**config.mk**
```make
export PLATFORM = sky130hd
export DESIGN_NAME = sd_host_regs
export DESIGN_NICKNAME = d
export VERILOG_FILES = /design/src/logic/sd_host_pkg.sv /design/src/logic/sd_status_pkg.sv /design/src/logic/sd_reg_port.sv /design/src/logic/sd_reg_file.sv /design/src/logic/sd_cmd_sequencer.sv /design/src/logic/sd_host_regs.sv
export SDC_FILE = /design/constraint.sdc
export NUM_CORES = 1
export LEC_CHECK = 0
export CAP_MARGIN = 20
export CELL_PAD_IN_SITES_DETAIL_PLACEMENT = 0
export CELL_PAD_IN_SITES_GLOBAL_PLACEMENT = 2
export CORE_ASPECT_RATIO = 0.8
export CORE_MARGIN = 3
export CORE_UTILIZATION = 42
export DETAILED_ROUTE_END_ITERATION = 10
export DONT_BUFFER_PORTS = 1
export GPL_ROUTABILITY_DRIVEN = 0
export PLACE_DENSITY = 0.75
export SLEW_MARGIN = 10
export SYNTH_ARGS = -nofsm -noshare
export SYNTH_HDL_FRONTEND = slang
export SYNTH_HIERARCHICAL = 1
export SYNTH_SLANG_ARGS = --single-unit
```
**constraint.sdc**
```tcl
create_clock -name clk -period 2.8 [get_ports clk]
set_input_delay 0.42 -clock clk [delete_from_list [all_inputs] [get_ports clk]]
set_output_delay 0.42 -clock clk [all_outputs]
set_load 0.02 [all_outputs]
```
**src/logic/sd_host_pkg.sv**
```systemverilog
package sd_host_pkg;

	// CPU side widths
	typedef logic [11:0] addr_t; // Register offset
	typedef logic [31:0] data_t; // Register value

	localparam int WR_REG_COUNT = 10; // Registers the CPU can write

	typedef logic [WR_REG_COUNT-1:0] wr_enb_t; // One-hot, one bit per writable register

	// Register offsets
	localparam addr_t ADDR_BLK_SIZE      = 12'h004;
	localparam addr_t ADDR_BLK_COUNT     = 12'h006;
	localparam addr_t ADDR_ARGUMENT      = 12'h008;
	localparam addr_t ADDR_XFER_MODE     = 12'h00A;
	localparam addr_t ADDR_COMMAND       = 12'h00E; // Write starts a command
	localparam addr_t ADDR_RESPONSE      = 12'h010;
	localparam addr_t ADDR_BUF_DATA      = 12'h012;
	localparam addr_t ADDR_PRESENT_STATE = 12'h024; // Read only
	localparam addr_t ADDR_HOST_CTRL     = 12'h02A;
	localparam addr_t ADDR_INT_STATUS    = 12'h030; // Read only, read to clear
	localparam addr_t ADDR_ERR_STATUS    = 12'h032;
	localparam addr_t ADDR_ADMA          = 12'h054;

	// Bit of each writable register in wr_enb_t
	localparam int EN_BLK_SIZE   = 0;
	localparam int EN_BLK_COUNT  = 1;
	localparam int EN_ARGUMENT   = 2;
	localparam int EN_XFER_MODE  = 3;
	localparam int EN_COMMAND    = 4;
	localparam int EN_RESPONSE   = 5;
	localparam int EN_BUF_DATA   = 6;
	localparam int EN_HOST_CTRL  = 7;
	localparam int EN_ERR_STATUS = 8;
	localparam int EN_ADMA       = 9;

endpackage

```
**src/logic/sd_status_pkg.sv**
```systemverilog
package sd_status_pkg;

	// Present state register (024h)
	localparam int PS_CMD_INHIBIT = 0; // Command line in use

	// Normal interrupt status register (030h)
	localparam int INT_CMD_COMPLETE = 0;

	// Cycles the sequencer spends busy per command
	localparam int CMD_LATENCY = 16;

	// Command sequencer states
	typedef enum logic [1:0] {
		SEQ_IDLE,
		SEQ_BUSY,
		SEQ_DONE
	} seq_state_t;

endpackage

```
**src/logic/sd_reg_port.sv**
```systemverilog
`timescale 1ns/1ps

module sd_reg_port (
	input  logic                 clk,
	input  logic                 rst_n,
	input  logic                 req,
	input  logic                 wr_valid,
	input  sd_host_pkg::addr_t   addrs,
	input  sd_host_pkg::data_t   wr_data,
	input  sd_host_pkg::data_t   in_blk_size,
	input  sd_host_pkg::data_t   in_blk_count,
	input  sd_host_pkg::data_t   in_argument,
	input  sd_host_pkg::data_t   in_xfer_mode,
	input  sd_host_pkg::data_t   in_command,
	input  sd_host_pkg::data_t   in_response,
	input  sd_host_pkg::data_t   in_buf_data,
	input  sd_host_pkg::data_t   in_present_state,
	input  sd_host_pkg::data_t   in_host_ctrl,
	input  sd_host_pkg::data_t   in_int_status,
	input  sd_host_pkg::data_t   in_err_status,
	input  sd_host_pkg::data_t   in_adma,
	output sd_host_pkg::data_t   rd_data,
	output logic                 acknowledge,
	output sd_host_pkg::wr_enb_t enb,
	output logic                 int_status_read
);

	sd_host_pkg::wr_enb_t wr_sel; // Decoded enable for the current offset
	sd_host_pkg::data_t   rd_mux; // Selected read value
	logic                 accept; // New request, acknowledged on the next edge

	assign accept = req & ~acknowledge;

	// Read-only and unmapped offsets leave wr_sel at zero
	always_comb begin
		wr_sel = '0;
		rd_mux = '0;
		case (addrs)
			sd_host_pkg::ADDR_BLK_SIZE: begin
				wr_sel[sd_host_pkg::EN_BLK_SIZE] = 1'b1;
				rd_mux = in_blk_size;
			end
			sd_host_pkg::ADDR_BLK_COUNT: begin
				wr_sel[sd_host_pkg::EN_BLK_COUNT] = 1'b1;
				rd_mux = in_blk_count;
			end
			sd_host_pkg::ADDR_ARGUMENT: begin
				wr_sel[sd_host_pkg::EN_ARGUMENT] = 1'b1;
				rd_mux = in_argument;
			end
			sd_host_pkg::ADDR_XFER_MODE: begin
				wr_sel[sd_host_pkg::EN_XFER_MODE] = 1'b1;
				rd_mux = in_xfer_mode;
			end
			sd_host_pkg::ADDR_COMMAND: begin
				wr_sel[sd_host_pkg::EN_COMMAND] = 1'b1;
				rd_mux = in_command;
			end
			sd_host_pkg::ADDR_RESPONSE: begin
				wr_sel[sd_host_pkg::EN_RESPONSE] = 1'b1;
				rd_mux = in_response;
			end
			sd_host_pkg::ADDR_BUF_DATA: begin
				wr_sel[sd_host_pkg::EN_BUF_DATA] = 1'b1;
				rd_mux = in_buf_data;
			end
			sd_host_pkg::ADDR_PRESENT_STATE: rd_mux = in_present_state; // Sequencer owns it
			sd_host_pkg::ADDR_HOST_CTRL: begin
				wr_sel[sd_host_pkg::EN_HOST_CTRL] = 1'b1;
				rd_mux = in_host_ctrl;
			end
			sd_host_pkg::ADDR_INT_STATUS: rd_mux = in_int_status; // Sequencer owns it
			sd_host_pkg::ADDR_ERR_STATUS: begin
				wr_sel[sd_host_pkg::EN_ERR_STATUS] = 1'b1;
				rd_mux = in_err_status;
			end
			sd_host_pkg::ADDR_ADMA: begin
				wr_sel[sd_host_pkg::EN_ADMA] = 1'b1;
				rd_mux = in_adma;
			end
			default: ; // Unmapped, reads zero
		endcase
	end

	// Handshake and one-cycle strobes
	always_ff @(posedge clk or negedge rst_n) begin
		if (!rst_n) begin
			acknowledge     <= 1'b0;
			enb             <= '0;
			int_status_read <= 1'b0;
		end else begin
			acknowledge     <= accept;
			enb             <= (accept && wr_valid) ? wr_sel : '0;
			int_status_read <= accept && !wr_valid && (addrs == sd_host_pkg::ADDR_INT_STATUS);
		end
	end

	always_ff @(posedge clk) begin
		if (accept && !wr_valid)
			rd_data <= rd_mux; // Valid with acknowledge
	end

	a_enb_onehot: assert property (@(posedge clk) disable iff (!rst_n) $onehot0(enb));

	a_ack_single: assert property (@(posedge clk) disable iff (!rst_n)
		acknowledge |=> !acknowledge);

endmodule

```
**src/logic/sd_reg_file.sv**
```systemverilog
`timescale 1ns/1ps

module sd_reg_file (
	input  logic                 clk,
	input  logic                 rst_n,
	input  sd_host_pkg::wr_enb_t enb,
	input  sd_host_pkg::data_t   wr_data,
	output sd_host_pkg::data_t   blk_size,
	output sd_host_pkg::data_t   blk_count,
	output sd_host_pkg::data_t   argument,
	output sd_host_pkg::data_t   xfer_mode,
	output sd_host_pkg::data_t   command,
	output sd_host_pkg::data_t   response,
	output sd_host_pkg::data_t   buf_data,
	output sd_host_pkg::data_t   host_ctrl,
	output sd_host_pkg::data_t   err_status,
	output sd_host_pkg::data_t   adma
);

	// One entry per enable bit
	sd_host_pkg::data_t regs [sd_host_pkg::WR_REG_COUNT];

	always_ff @(posedge clk or negedge rst_n) begin
		if (!rst_n) begin
			for (int i = 0; i < sd_host_pkg::WR_REG_COUNT; i++)
				regs[i] <= '0;
		end else begin
			for (int i = 0; i < sd_host_pkg::WR_REG_COUNT; i++) begin
				if (enb[i])
					regs[i] <= wr_data;
			end
		end
	end

	assign blk_size   = regs[sd_host_pkg::EN_BLK_SIZE];
	assign blk_count  = regs[sd_host_pkg::EN_BLK_COUNT];
	assign argument   = regs[sd_host_pkg::EN_ARGUMENT];
	assign xfer_mode  = regs[sd_host_pkg::EN_XFER_MODE];
	assign command    = regs[sd_host_pkg::EN_COMMAND];
	assign response   = regs[sd_host_pkg::EN_RESPONSE]; // No real response capture
	assign buf_data   = regs[sd_host_pkg::EN_BUF_DATA];
	assign host_ctrl  = regs[sd_host_pkg::EN_HOST_CTRL];
	assign err_status = regs[sd_host_pkg::EN_ERR_STATUS];
	assign adma       = regs[sd_host_pkg::EN_ADMA];

	// A register moves only on the edge after its own enable
	for (genvar g = 0; g < sd_host_pkg::WR_REG_COUNT; g++) begin : g_chk
		a_write_only: assert property (@(posedge clk) disable iff (!rst_n)
			!enb[g] |=> $stable(regs[g]));
	end

endmodule

```
**src/logic/sd_cmd_sequencer.sv**
```systemverilog
`timescale 1ns/1ps

module sd_cmd_sequencer (
	input  logic               clk,
	input  logic               rst_n,
	input  logic               cmd_start,
	input  logic               int_status_read,
	output sd_host_pkg::data_t present_state,
	output sd_host_pkg::data_t int_status
);

	typedef logic [$clog2(sd_status_pkg::CMD_LATENCY)-1:0] lat_cnt_t;

	sd_status_pkg::seq_state_t state;
	lat_cnt_t                  lat_cnt;       // Cycles spent in busy
	logic                      cmd_inhibit;
	logic                      cmd_complete;
	logic                      complete_seen; // Value the port latched for the read
	logic                      complete_clr;

	// Clear only what the CPU actually got back
	assign complete_clr = int_status_read & complete_seen;

	always_ff @(posedge clk or negedge rst_n) begin
		if (!rst_n) begin
			state         <= sd_status_pkg::SEQ_IDLE;
			lat_cnt       <= '0;
			cmd_inhibit   <= 1'b0;
			cmd_complete  <= 1'b0;
			complete_seen <= 1'b0;
		end else begin
			complete_seen <= cmd_complete;
			case (state)
				sd_status_pkg::SEQ_IDLE: begin
					if (cmd_start) begin
						state       <= sd_status_pkg::SEQ_BUSY;
						lat_cnt     <= '0;
						cmd_inhibit <= 1'b1;
					end
				end
				sd_status_pkg::SEQ_BUSY: begin // Further starts ignored here
					if (lat_cnt == lat_cnt_t'(sd_status_pkg::CMD_LATENCY - 1))
						state <= sd_status_pkg::SEQ_DONE;
					else
						lat_cnt <= lat_cnt + 1'b1;
				end
				sd_status_pkg::SEQ_DONE: begin
					cmd_inhibit <= 1'b0;
					state       <= sd_status_pkg::SEQ_IDLE;
				end
				default: state <= sd_status_pkg::SEQ_IDLE;
			endcase

			// A new completion wins over a clear on the same edge
			if (state == sd_status_pkg::SEQ_DONE)
				cmd_complete <= 1'b1;
			else if (complete_clr)
				cmd_complete <= 1'b0;
		end
	end

	always_comb begin
		present_state = '0;
		present_state[sd_status_pkg::PS_CMD_INHIBIT] = cmd_inhibit;
	end

	always_comb begin
		int_status = '0;
		int_status[sd_status_pkg::INT_CMD_COMPLETE] = cmd_complete;
	end

	a_busy_inhibit: assert property (@(posedge clk) disable iff (!rst_n)
		(state == sd_status_pkg::SEQ_BUSY) |-> cmd_inhibit);

endmodule

```
**src/logic/sd_host_regs.sv**
```systemverilog
`timescale 1ns/1ps

module sd_host_regs (
	input  logic               clk,
	input  logic               rst_n,
	input  logic               req,
	input  logic               wr_valid,
	input  sd_host_pkg::addr_t addrs,
	input  sd_host_pkg::data_t wr_data,
	output sd_host_pkg::data_t rd_data,
	output logic               acknowledge
);

	sd_host_pkg::wr_enb_t enb;
	logic                 int_status_read;

	// Register values back to the read mux
	sd_host_pkg::data_t blk_size;
	sd_host_pkg::data_t blk_count;
	sd_host_pkg::data_t argument;
	sd_host_pkg::data_t xfer_mode;
	sd_host_pkg::data_t command;
	sd_host_pkg::data_t response;
	sd_host_pkg::data_t buf_data;
	sd_host_pkg::data_t present_state;
	sd_host_pkg::data_t host_ctrl;
	sd_host_pkg::data_t int_status;
	sd_host_pkg::data_t err_status;
	sd_host_pkg::data_t adma;

	sd_reg_port port_i (
		.clk              (clk),
		.rst_n            (rst_n),
		.req              (req),
		.wr_valid         (wr_valid),
		.addrs            (addrs),
		.wr_data          (wr_data),
		.in_blk_size      (blk_size),
		.in_blk_count     (blk_count),
		.in_argument      (argument),
		.in_xfer_mode     (xfer_mode),
		.in_command       (command),
		.in_response      (response),
		.in_buf_data      (buf_data),
		.in_present_state (present_state),
		.in_host_ctrl     (host_ctrl),
		.in_int_status    (int_status),
		.in_err_status    (err_status),
		.in_adma          (adma),
		.rd_data          (rd_data),
		.acknowledge      (acknowledge),
		.enb              (enb),
		.int_status_read  (int_status_read)
	);

	sd_reg_file file_i (
		.clk        (clk),
		.rst_n      (rst_n),
		.enb        (enb),
		.wr_data    (wr_data),
		.blk_size   (blk_size),
		.blk_count  (blk_count),
		.argument   (argument),
		.xfer_mode  (xfer_mode),
		.command    (command),
		.response   (response),
		.buf_data   (buf_data),
		.host_ctrl  (host_ctrl),
		.err_status (err_status),
		.adma       (adma)
	);

	sd_cmd_sequencer seq_i (
		.clk             (clk),
		.rst_n           (rst_n),
		.cmd_start       (enb[sd_host_pkg::EN_COMMAND]), // Command register write
		.int_status_read (int_status_read),
		.present_state   (present_state),
		.int_status      (int_status)
	);

endmodule

```
==> flow_metrics.py, run 1 <==
metrics = {
    "synth": {
        "avgSynthCellArea_sq_um": 14.5,
        "cell_count_after_synthesis": 1308,
        "synth-main-ff-cell": "sky130_fd_sc_hd__dfrtp_1",
        "synthArstFlopShare_pct": 91.4,
        "netlist-cell-type-count": 66,
        "synth-seq-cells": 373,
        "syn_area_sq_um": 19000,
        "synth_sequential_area_ratio_pct": 50.0,
        "post_synth_edffs": 32,
        "ys.warnings.count": 6,
    },
    "timing": {
        "skew_ns": 0.0189,
        "timing.hold.ws_ns": -0.413,
        "setup_total_negative_slack_ns": 0,
        "fraction_of_the_cycle_the_final_worst_path_needs_pct": 67.1,
        "setup-violations-final": 0,
        "final_hold_viol_count": 341,
        "timing.max_slew.rel_slack_pct": 40.6,
        "slew_viol_final": 0,
        "fin_crit_ns": 1.88,
        "timing_worst_slew_pin_value_ns": 0.890,
        "grt_setup_unrepaired": "false",
        "fmaxAchievable_mhz": 532,
    },
    "clock_tree": {
        "tritoncts_clock_tree": "done",
        "clock-root-buffer": "sky130_fd_sc_hd__clkbuf_16",
        "cts-buffers-inserted": 39,
        "post_cts_resized": 0,
        "postCtsHoldBufs": 17,
        "postCtsSetupBuffers": 0,
        "clkSlewWorstSetupHoldPaths_ns": 0.06,
        "cts_max_level": 2,
        "insertion_delay_ns": 0.55,
        "cts_buffer_depth": 3,
        "cts.sink_count": 373,
    },
    "routing": {
        "totalWireLength_um": 54000,
        "vias": 10900,
        "drt-initial-drc-count": 1048,
        "detailedRoute.firstPassIterationCount": 5,
        "avgViaCountPerCell": 5.57,
        "route.detailed.drc": 0,
        "avgRoutedWirePerCell_um": 27.6,
        "number_of_nets_with_antenna_violations_after_routing": 0,
    },
    "floorplan": {
        "die_w_um": 244,
        "floorplan.die.height_um": 196,
        "core-area_sq_um": 44500,
        "initial_utilization_pct": 42.6,
        "die_area_sq_um": 47800,
        "pin_count": 81,
        "row_count": 69,
    },
    "flow_run": {
        "maxCapViolations": 0,
    },
    "critical_path": {
        "timing.critical_path.fanout_max": 25,
        "critical_path.startpoint_type": "register",
        "arrival_time_worst_endpoint_ns": 2.33,
        "worstPathRequired_ns": 3.25,
        "crit_type": "register to register",
        "crit_path_end_kind": "register",
    },
    "hold_path": {
        "hold_path.class": "input pin to async pin",
    },
    "run_status": {
        "violations": "negative hold slack",
        "status": "finished with violations",
    },
    "global_routing": {
        "antenna_found_initial": 0,
        "largest_net_degree_at_the_start_of_global_routing": 342,
        "grt_usage_pct": 22.7,
        "grt_pass1_vias": 11400,
        "grt_overflow_total": 0,
        "first_pass_grt_wire_length_um": 81000,
    },
    "placed_design": {
        "numPlacedInstances": 1864,
        "dp_hpwl_um": 33000,
        "buffer_ports.inserted": 0,
    },
    "cells_and_area": {
        "finish.net_count": 1372,
        "layout.cells.non_filler": 1957,
        "n_fill_cell": 3984,
        "drive_gt1_share_pct": 35.2,
        "area_delta_synth_final_pct": 7.51,
        "antennaDiodeCount": 0,
    },
    "power": {
        "static-leakage-power_nw": 9.23,
        "vdd.ir_drop.worst_v": 0.000378,
        "powerDensity_nw_per_um2": 529,
    },
}
cells in the final DEF, fill, tap and decap left out, types with 5 or more instances in the layout:
| master | count |
|---|---|
| sky130_fd_sc_hd__o21bai_1 | 5 |
| sky130_fd_sc_hd__a21oi_1 | 18 |
| sky130_fd_sc_hd__o32ai_1 | 5 |
| sky130_fd_sc_hd__o2bb2ai_1 | 7 |
| sky130_fd_sc_hd__nand3_1 | 25 |
| sky130_fd_sc_hd__mux2_4 | 300 |
| sky130_fd_sc_hd__clkbuf_16 | 40 |
| sky130_fd_sc_hd__o22ai_1 | 8 |
| sky130_fd_sc_hd__o21ai_0 | 18 |
| sky130_fd_sc_hd__nand2_1 | 60 |
| sky130_fd_sc_hd__nand4_1 | 6 |
| sky130_fd_sc_hd__edfxtp_1 | 32 |
| sky130_fd_sc_hd__buf_4 | 44 |
| sky130_fd_sc_hd__dlygate4sd3_1 | 21 |
| sky130_fd_sc_hd__dfrtp_1 | 331 |
| sky130_fd_sc_hd__mux2i_1 | 47 |
| sky130_fd_sc_hd__a22oi_1 | 50 |
| sky130_fd_sc_hd__clkbuf_8 | 7 |
| sky130_fd_sc_hd__o221ai_1 | 7 |
| sky130_fd_sc_hd__dfrtp_2 | 10 |
| sky130_fd_sc_hd__a22o_1 | 7 |
| sky130_fd_sc_hd__clkbuf_1 | 15 |
| sky130_fd_sc_hd__o211ai_1 | 8 |
| sky130_fd_sc_hd__conb_1 | 62 |
| sky130_fd_sc_hd__a31oi_1 | 7 |
| sky130_fd_sc_hd__mux2_2 | 39 |
| sky130_fd_sc_hd__nor2_1 | 17 |
| sky130_fd_sc_hd__a222oi_1 | 13 |
| sky130_fd_sc_hd__a221oi_1 | 19 |
| sky130_fd_sc_hd__a211o_1 | 5 |
| sky130_fd_sc_hd__nor3_1 | 21 |
| sky130_fd_sc_hd__buf_12 | 8 |
| sky130_fd_sc_hd__and3_1 | 18 |
cell usage after synthesis, types with 4 or more instances:
library cell / number / share of area [%]
sky130_fd_sc_hd__nor2b_1: 4 / 0.13
sky130_fd_sc_hd__o221ai_1: 7 / 0.32
sky130_fd_sc_hd__or3_1: 4 / 0.13
sky130_fd_sc_hd__a211oi_1: 4 / 0.16
sky130_fd_sc_hd__nand2_1: 60 / 1.2
sky130_fd_sc_hd__a21oi_1: 18 / 0.47
sky130_fd_sc_hd__mux2i_1: 47 / 2.5
sky130_fd_sc_hd__o21bai_1: 5 / 0.20
sky130_fd_sc_hd__o2bb2ai_1: 7 / 0.32
sky130_fd_sc_hd__a222oi_1: 13 / 0.69
sky130_fd_sc_hd__clkbuf_1: 15 / 0.30
sky130_fd_sc_hd__o211ai_1: 8 / 0.32
sky130_fd_sc_hd__a31oi_1: 7 / 0.23
sky130_fd_sc_hd__o32ai_1: 5 / 0.23
sky130_fd_sc_hd__buf_12: 30 / 3.2
sky130_fd_sc_hd__nand3_1: 25 / 0.66
sky130_fd_sc_hd__a22o_1: 7 / 0.32
sky130_fd_sc_hd__buf_6: 18 / 1.1
sky130_fd_sc_hd__dfrtp_1: 341 / 45
sky130_fd_sc_hd__o21ai_0: 18 / 0.47
sky130_fd_sc_hd__edfxtp_1: 32 / 5.1
sky130_fd_sc_hd__buf_2: 24 / 0.63
sky130_fd_sc_hd__buf_4: 72 / 2.8
sky130_fd_sc_hd__nand4_1: 6 / 0.20
sky130_fd_sc_hd__nor3_1: 21 / 0.55
sky130_fd_sc_hd__mux2_4: 300 / 24
sky130_fd_sc_hd__o22ai_1: 8 / 0.26
sky130_fd_sc_hd__a22oi_1: 50 / 2.0
sky130_fd_sc_hd__mux2_2: 39 / 2.3
sky130_fd_sc_hd__and3_1: 18 / 0.59
sky130_fd_sc_hd__a211o_1: 5 / 0.23
sky130_fd_sc_hd__a221oi_1: 19 / 0.88
sky130_fd_sc_hd__nor2_1: 17 / 0.34
sky130_fd_sc_hd__and2_1: 4 / 0.13
per-stage QoR:
stage	power [mW]	util (%)	cell area (sq um)	setup WS [ns]	hold slack (ns)
final	10.8	45.8	20400	0.921	-0.413
after global routing	11.2	45.8	20400	0.828	-0.439
after CTS	10.9	45.7	20400	0.870	-0.425
after detailed placement	5.79	42.6	19000	0.440	0.154
after global placement	5.79	42.6	19000	0.429	0.150
after floorplan	5.82	-	19200	0.115	0.124
critical path, stage by stage (launching register included):
cell	delay, ns
sky130_fd_sc_hd__dfrtp_1	0.45
sky130_fd_sc_hd__nor2b_1	0.34
sky130_fd_sc_hd__nor2b_4	0.24
sky130_fd_sc_hd__buf_4	0.46
sky130_fd_sc_hd__and3_1	0.30
layout make-up:
class	count	area, sq um	share of cell area (%)
tap	603	754	3.70
multi-input combinational	833	8210	40.2
timing repair buffer	73	701	3.43
clock inverter	10	71.3	0.349
inverter	3	11.3	0.0552
clock buffer	62	1150	5.65
sequential	373	9510	46.6
path summary, 6_finish.rpt:
check	slack, ns	to	from	cells past startpoint
worst max-delay path	0.92	port_i/int_status_read$_DFF_PN0_	port_i/acknowledge$_DFF_PN0_	4
worst min-delay path	-0.41	file_i/err_status[10]$_DFFE_PN0P_	rst_n	0
worst max register to register	0.92	port_i/int_status_read$_DFF_PN0_	port_i/acknowledge$_DFF_PN0_	4
worst min register to register	0.41	seq_i/complete_seen$_DFF_PN0_	seq_i/cmd_complete$_DFFE_PN0P_	0
max in group asynchronous	2.60	port_i/enb[2]$_DFF_PN0_	rst_n	0
min in group clk	0.02	file_i/host_ctrl[31]$_DFFE_PN0P_	wr_data[31]	1
sequential cells by signal, summed over array words and instances (netlist names), 2 cells and up:
name,flops
port_i/enb,10
file_i/blk_size,32
file_i/response,32
file_i/err_status,32
file_i/command,32
seq_i/lat_cnt,4
file_i/xfer_mode,32
file_i/buf_data,32
file_i/adma,32
file_i/host_ctrl,32
port_i/rd_data,32
file_i/argument,32
seq_i/state,2
file_i/blk_count,32
cells by family after synthesis:
kind of cell	after synthesis	share of synthesized area [%]
compound gates	193	7.62
flops	373	50.0
buf+inv	163	8.09
other cells	1	0.0198
mux	386	28.5
fa+ha+maj	1	0.0659
simple gates	191	5.67
layer usage:
| layer | vias to the layer above | GRT usage (%) | routed length [um] | share of wire (%) |
|---|---|---|---|---|
| met4 | 0 | 5.41 | 1020 | 1.9 |
| met3 | 83 | 5.19 | 3390 | 6.3 |
| met2 | 309 | 33.4 | 23400 | 43 |
| li1 | 4764 | - | - | - |
| met1 | 5748 | 33.8 | 26300 | 49 |
| met5 | - | 0 | 0 | 0 |
where the power goes:
| group | switching, mW | total [mW] | internal [mW] |
|---|---|---|---|
| Clock | 2.22 | 5.06 | 2.84 |
| Sequential | 0.0313 | 5.51 | 5.47 |
| Combinational | 0.129 | 0.224 | 0.0947 |
| Total | 2.38 | 10.8 | 8.41 |
(Power assumes the default switching activity.)
==> run 2: changes to the inputs <==
--- a/config.mk
+++ b/config.mk
@@ -5,16 +5,17 @@
 export SDC_FILE = /design/constraint.sdc
 export NUM_CORES = 1
 export LEC_CHECK = 0
+export ABC_AREA = 1
 export CAP_MARGIN = 20
 export CELL_PAD_IN_SITES_DETAIL_PLACEMENT = 0
 export CELL_PAD_IN_SITES_GLOBAL_PLACEMENT = 2
 export CORE_ASPECT_RATIO = 0.8
 export CORE_MARGIN = 3
-export CORE_UTILIZATION = 42
+export CORE_UTILIZATION = 39
 export DETAILED_ROUTE_END_ITERATION = 10
 export DONT_BUFFER_PORTS = 1
 export GPL_ROUTABILITY_DRIVEN = 0
-export PLACE_DENSITY = 0.75
+export PLACE_DENSITY = 0.8
 export SLEW_MARGIN = 10
 export SYNTH_ARGS = -nofsm -noshare
 export SYNTH_HDL_FRONTEND = slang
==> constraint.sdc (replaced) <==
create_clock -name clk -period 1.9 [get_ports clk]
set_input_delay 0.285 -clock clk [delete_from_list [all_inputs] [get_ports clk]]
set_output_delay 0.285 -clock clk [all_outputs]
set_load 0.02 [all_outputs]
==> run 2 against run 1 <==
  * The run still ends with negative hold slack left
  * Global-route usage up 3.5 points
  * Critical path depth up 5
  * Cell area up 2.4%
  * Power up 58%
  * First-iteration DRC count up 36%
  * Count of clock-buffer cells in the layout unchanged
  * Via count up 42%
  * Clock skew down 0.0052 ns
  * Largest cell class unchanged
==> flow_metrics.py, run 2 <==
metrics = {
    "flow_run": {
        "maxCapViolations": 0,
    },
    "critical_path": {
        "timing.critical_path.fanout_max": 24,
        "arrival_time_worst_endpoint_ns": 2.12,
        "worstPathRequired_ns": 2.31,
        "crit_path_end_kind": "register",
        "critical_path.startpoint_type": "input pin",
        "crit_type": "input pin to register",
    },
    "synth": {
        "mux_cell_area_share_after_synthesis_pct": 0,
        "synthTopCellsByArea": "sky130_fd_sc_hd__dfrtp_1 45%, sky130_fd_sc_hd__nand2_1 22%, sky130_fd_sc_hd__nand3_1 11%",
        "dominant_combinational_cell_family_by_area_after_synthesis": "simple AND/OR/NAND/NOR gates",
        "ys.warnings.count": 6,
        "synth-seq-cells": 373,
        "yosysTopAreaCell": "sky130_fd_sc_hd__dfrtp_1",
        "post_synth_and_or_nand_nor_area_fraction_pct": 38.9,
        "synthArstFlopShare_pct": 91.4,
        "most_repeated_cell_in_the_gate_level_netlist_after_synthesis": "sky130_fd_sc_hd__nand2_1",
        "cell_count_after_synthesis": 2398,
        "avgSynthCellArea_sq_um": 7.91,
        "post_synth_edffs": 32,
        "synth-main-ff-cell": "sky130_fd_sc_hd__dfrtp_1",
        "synth_common_cells": "1113 x sky130_fd_sc_hd__nand2_1, 422 x sky130_fd_sc_hd__nand3_1, 341 x sky130_fd_sc_hd__dfrtp_1",
        "synth_sequential_area_ratio_pct": 50.1,
        "syn_area_sq_um": 19000,
        "post-synth-top-area-fraction_pct": 45.0,
        "synth_xor_area_share_pct": 0,
        "netlist-cell-type-count": 29,
        "synth_compound_area_share_pct": 0,
        "synth-adder-area-share_pct": 0.0660,
    },
    "timing": {
        "timing.hold.ws_ns": -0.566,
        "setup-violations-final": 0,
        "fraction_of_the_cycle_the_final_worst_path_needs_pct": 89.9,
        "skew_ns": 0.0136,
        "fmaxAchievable_mhz": 585,
        "timing.max_slew.rel_slack_pct": 30.8,
        "grt_setup_unrepaired": "false",
        "setup_total_negative_slack_ns": 0,
        "fin_crit_ns": 1.71,
        "final_hold_viol_count": 341,
        "timing_worst_slew_pin_value_ns": 1.04,
        "slew_viol_final": 0,
    },
    "run_status": {
        "status": "finished with violations",
        "violations": "negative hold slack",
    },
    "clock_tree": {
        "clkSlewWorstSetupHoldPaths_ns": 0.06,
        "postCtsHoldBufs": 36,
        "insertion_delay_ns": 0.55,
        "clock-root-buffer": "sky130_fd_sc_hd__clkbuf_16",
        "cts_buffer_depth": 3,
        "post_cts_resized": 0,
        "cts.sink_count": 373,
        "cts_max_level": 2,
        "postCtsSetupBuffers": 0,
        "cts-buffers-inserted": 42,
        "tritoncts_clock_tree": "done",
    },
    "global_routing": {
        "grt_pass1_vias": 15300,
        "grt_usage_pct": 26.2,
        "antenna_found_initial": 5,
        "largest_net_degree_at_the_start_of_global_routing": 342,
        "first_pass_grt_wire_length_um": 100000,
        "grt_overflow_total": 0,
    },
    "cells_and_area": {
        "most_common_cell_after_layout_fill_and_taps_aside": "sky130_fd_sc_hd__nand2_1",
        "most-common-layout-cells": "1113 x sky130_fd_sc_hd__nand2_1, 422 x sky130_fd_sc_hd__nand3_1, 331 x sky130_fd_sc_hd__dfrtp_1, 113 x sky130_fd_sc_hd__nor2_1, 73 x sky130_fd_sc_hd__nand2_2",
        "area_delta_synth_final_pct": 10.2,
        "n_fill_cell": 4769,
        "drive_gt1_share_pct": 11.5,
        "finish.net_count": 2421,
    },
    "floorplan": {
        "die_w_um": 253,
        "row_count": 71,
        "pin_count": 81,
        "floorplan.die.height_um": 203,
        "initial_utilization_pct": 39.9,
        "core-area_sq_um": 47500,
        "die_area_sq_um": 51300,
    },
    "routing": {
        "number_of_nets_with_antenna_violations_after_routing": 0,
        "vias": 15500,
        "totalWireLength_um": 66200,
        "detailedRoute.firstPassIterationCount": 6,
        "route.detailed.drc": 0,
        "avgViaCountPerCell": 5.12,
        "drt-initial-drc-count": 1428,
        "avgRoutedWirePerCell_um": 21.9,
    },
    "placed_design": {
        "dp_hpwl_um": 37900,
        "buffer_ports.inserted": 0,
    },
    "power": {
        "powerDensity_nw_per_um2": 816,
        "vdd.ir_drop.worst_v": 0.000639,
        "static-leakage-power_nw": 9.71,
    },
    "hold_path": {
        "hold_path.class": "input pin to async pin",
    },
}
[run 2: worst paths after layout]
kind	from	end	slack [ns]	cells after the start
min in group clk	addrs[7]	port_i/enb[3]$_DFF_PN0_	0.02	3
max in group asynchronous	rst_n	port_i/enb[1]$_DFF_PN0_	1.54	0
setup reg to reg	port_i/acknowledge$_DFF_PN0_	port_i/enb[0]$_DFF_PN0_	0.43	3
hold reg to reg	seq_i/cmd_complete$_DFFE_PN0P_	seq_i/complete_seen$_DFF_PN0_	0.45	0
setup / recovery	addrs[6]	port_i/rd_data[7]$_DFFE_PP_	0.19	9
hold / removal	rst_n	file_i/buf_data[10]$_DFFE_PN0P_	-0.57	0
[run 2: report_power, final]
part	internal [mW]	switching [mW]	total, mW
clock network	5.01	3.43	8.44
logic	0.133	0.343	0.476
registers	8.08	0.0608	8.14
total	13.2	3.84	17.1
[run 2: kinds of logic after synthesis]
family                   count (synthesis)
AND/OR/NAND/NOR                       1749
flip-flops                             373
buffers and inverters                  274
adder cells (fa/ha/maj)                  1
other                                    1
[run 2: per-stage QoR]
step                      instances  power [mW]  instance area, sq um  utilization [%]  worst slack (ns)
after floorplan                2459        8.61                 19200                -             0.130
after global placement         2912        8.58                 19100             40.2            0.0972
after detailed placement       2912        8.58                 19100             40.2            0.0922
after CTS                      3025        17.2                 20900             44.0             0.238
after global routing           3025        17.6                 20900             44.0            0.0789
final                          3026        17.1                 20900             44.0             0.192
[run 2: critical path, stage by stage]
cell                            delay, ns
sky130_fd_sc_hd__dlygate4sd3_1       0.57
sky130_fd_sc_hd__nor2_2              0.15
sky130_fd_sc_hd__nand2_2             0.14
sky130_fd_sc_hd__nor2_4              0.24
sky130_fd_sc_hd__buf_4               0.34
sky130_fd_sc_hd__nand3_1             0.16
sky130_fd_sc_hd__nand2_1             0.09
sky130_fd_sc_hd__nor2_1              0.04
sky130_fd_sc_hd__nand3_1             0.08
[run 2: cell type report]
cell class | count | area (sq um) | area share (%)
tap | 620 | 776 | 3.71
multi-input combinational | 1812 | 7690 | 36.8
timing repair buffer | 117 | 1360 | 6.49
clock buffer | 62 | 1300 | 6.21
sequential | 373 | 9510 | 45.5
inverter | 26 | 138 | 0.659
antenna | 1 | 2.50 | 0.0120
clock inverter | 15 | 131 | 0.629
[run 2: layer usage]
metal  vias to the layer above  share of wire (%)  GRT usage [%]
met5                         -              0.062              0
met4                         8                2.6           6.98
met3                       104                7.2           4.97
met2                       516                 44           40.4
met1                      7498                 46           37.8
li1                       7373                  -              -
==> run 3: changes to the inputs <==
--- a/config.mk
+++ b/config.mk
@@ -6,16 +6,16 @@
 export NUM_CORES = 1
 export LEC_CHECK = 0
 export ABC_AREA = 1
+export BUFFER_PORTS_ARGS = -buffer_cell sky130_fd_sc_hd__buf_2
 export CAP_MARGIN = 20
 export CELL_PAD_IN_SITES_DETAIL_PLACEMENT = 0
 export CELL_PAD_IN_SITES_GLOBAL_PLACEMENT = 2
 export CORE_ASPECT_RATIO = 0.8
 export CORE_MARGIN = 3
-export CORE_UTILIZATION = 39
+export CORE_UTILIZATION = 37
 export DETAILED_ROUTE_END_ITERATION = 10
-export DONT_BUFFER_PORTS = 1
 export GPL_ROUTABILITY_DRIVEN = 0
-export PLACE_DENSITY = 0.8
+export PLACE_DENSITY = 0.78
 export SLEW_MARGIN = 10
 export SYNTH_ARGS = -nofsm -noshare
 export SYNTH_HDL_FRONTEND = slang
==> run 3 against run 2 <==
  * The flow now finishes without violations
  * Final cell count rose by 3.0%
  * Routed wire length up 1.2%
  * Cell area about the same
  * First-iteration DRC count shrank 4.6%
  * Clock skew rose by 0.0062 ns
  * Sequential cell count is the same
==> flow_metrics.py, run 3 (synthesized netlist as in run 2, its figures left out) <==
metrics = {
    "routing": {
        "number_of_nets_with_antenna_violations_after_routing": 0,
        "drt-initial-drc-count": 1362,
        "detailedRoute.firstPassIterationCount": 5,
        "vias": 15600,
        "totalWireLength_um": 67000,
        "route.detailed.drc": 0,
        "avgRoutedWirePerCell_um": 21.5,
        "avgViaCountPerCell": 5.00,
    },
    "hold_path": {
        "hold_path.class": "input pin to register",
    },
    "clock_tree": {
        "post_cts_resized": 0,
        "cts_buffer_depth": 3,
        "postCtsHoldBufs": 1,
        "clock-root-buffer": "sky130_fd_sc_hd__clkbuf_16",
        "tritoncts_clock_tree": "done",
        "cts.sink_count": 373,
        "postCtsSetupBuffers": 0,
        "insertion_delay_ns": 0.57,
        "clkSlewWorstSetupHoldPaths_ns": 0.06,
        "cts-buffers-inserted": 42,
        "cts_max_level": 2,
    },
    "cells_and_area": {
        "most_common_cell_after_layout_fill_and_taps_aside": "sky130_fd_sc_hd__nand2_1",
        "n_fill_cell": 5173,
        "layout.cells.non_filler": 3117,
        "total_area_of_sequential_cells_sq_um": 9510,
        "antennaDiodeCount": 0,
        "finish.net_count": 2457,
        "drive_gt1_share_pct": 13.8,
        "area_delta_synth_final_pct": 10.2,
        "most-common-layout-cells": "1113 x sky130_fd_sc_hd__nand2_1, 422 x sky130_fd_sc_hd__nand3_1, 331 x sky130_fd_sc_hd__dfrtp_1, 113 x sky130_fd_sc_hd__nor2_1, 79 x sky130_fd_sc_hd__buf_2",
        "multiInputGateArea_sq_um": 7690,
    },
    "placed_design": {
        "buffer_ports.inserted": 80,
        "preCtsSetupSlack_ns": -0.0192,
        "dp_hpwl_um": 39000,
        "numPlacedInstances": 3038,
    },
    "floorplan": {
        "die_area_sq_um": 54000,
        "core-area_sq_um": 50100,
        "row_count": 73,
        "pin_count": 81,
        "floorplan.die.height_um": 209,
        "initial_utilization_pct": 37.8,
        "die_w_um": 259,
    },
    "global_routing": {
        "grt_usage_pct": 25.2,
        "grt_pass1_vias": 15400,
        "grt_overflow_total": 0,
        "antenna_found_initial": 4,
        "first_pass_grt_wire_length_um": 102000,
        "largest_net_degree_at_the_start_of_global_routing": 62,
    },
    "power": {
        "cell_internal_pwr_mw": 12.9,
        "static-leakage-power_nw": 9.80,
        "combinationalPowerShare_pct": 4.2,
        "sw_frac_of_total_pct": 23.5,
        "vdd.ir_drop.worst_v": 0.000611,
        "totalPowerFinal_mw": 16.9,
        "powerDensity_nw_per_um2": 808,
        "clock_network_power_share_pct": 47.8,
        "seq_power_share_pct": 48.0,
        "p_switching_mw": 3.98,
    },
    "critical_path": {
        "timing.critical_path.fanout_max": 1,
        "crit_path_end_kind": "primary output",
        "arrival_time_worst_endpoint_ns": 1.28,
        "critical_path.max_stage_delay_ns": 0.49,
        "critical-path-slowest-cell": "sky130_fd_sc_hd__edfxtp_1",
        "crit_path_cells": "buf_2",
        "critical_path.startpoint_type": "register",
        "worstPathRequired_ns": 1.62,
        "crit_type": "register to primary output",
        "timing.critical_path.buf_inv": 1,
        "timing.critical_path.max_delay_family": "flip-flops",
    },
    "timing": {
        "setup_total_negative_slack_ns": 0,
        "timing.max_slew.rel_slack_pct": 58.1,
        "slew_viol_final": 0,
        "fraction_of_the_cycle_the_final_worst_path_needs_pct": 82.3,
        "fin_crit_ns": 1.56,
        "timing.hold.ws_ns": 0.0439,
        "setup-violations-final": 0,
        "final_critical_path_setup_slack_ns": 0.336,
        "grt_setup_unrepaired": "false",
        "fmaxAchievable_mhz": 639,
        "timing_worst_slew_pin_value_ns": 0.629,
        "final_hold_viol_count": 0,
        "skew_ns": 0.0199,
    },
    "run_status": {
        "status": "completed",
    },
    "flow_run": {
        "maxCapViolations": 0,
    },
}
run 3: area by class of cell:
class | instances | share of cell area (%)
sequential | 373 | 45.5
multi-input combinational | 1812 | 36.8
timing repair buffer | 153 | 6.57
clock buffer | 67 | 6.02
tap | 675 | 4.04
inverter | 26 | 0.659
clock inverter | 11 | 0.413
run 3: stage by stage:
| stage | cell area [sq um] | util (%) |
|---|---|---|
| 3_5_place_dp | 19500 | 39.0 |
| 4_1_cts | 20900 | 41.7 |
| 2_1_floorplan | 19200 | - |
| 5_1_grt | 20900 | 41.7 |
| 6_report | 20900 | 41.7 |
| 3_3_place_gp | 19500 | 39.0 |
run 3: final timing paths:
path | from | end | slack [ns] | depth (start not counted)
worst min register to register | file_i/buf_data[25]$_DFFE_PN0P_ | file_i/buf_data[25]$_DFFE_PN0P_ | 0.47 | 2
worst max-delay path | port_i/rd_data[27]$_DFFE_PP_ | rd_data[27] | 0.34 | 1
min in group asynchronous | rst_n | file_i/adma[8]$_DFFE_PN0P_ | 0.24 | 2
worst max register to register | port_i/enb[5]$_DFF_PN0_ | file_i/response[8]$_DFFE_PN0P_ | 0.53 | 3
max in group asynchronous | rst_n | file_i/host_ctrl[1]$_DFFE_PN0P_ | 0.97 | 3
worst min-delay path | req | port_i/acknowledge$_DFF_PN0_ | 0.04 | 3
run 3: power by group through the flow:
| stage | clock, mW | sequential (mW) | combinational [mW] |
|---|---|---|---|
| finish | 8.08 | 8.11 | 0.706 |
| global route | 8.66 | 8.10 | 0.772 |
| CTS | 8.32 | 8.11 | 0.717 |
| detailed placement | 0 | 8.25 | 0.714 |
| global placement | 0 | 8.26 | 0.711 |
| floorplan | 0 | 8.27 | 0.345 |
run 3: routing by layer:
metal  vias to the layer above  global-route usage [%]  part of all wire (%)
met2                       430                    38.7                    44
met3                       112                    3.77                   5.4
li1                       7435                       -                     -
met4                         6                    7.31                   2.6
met5                         -                       0                 0.063
met1                      7604                    36.7                    48
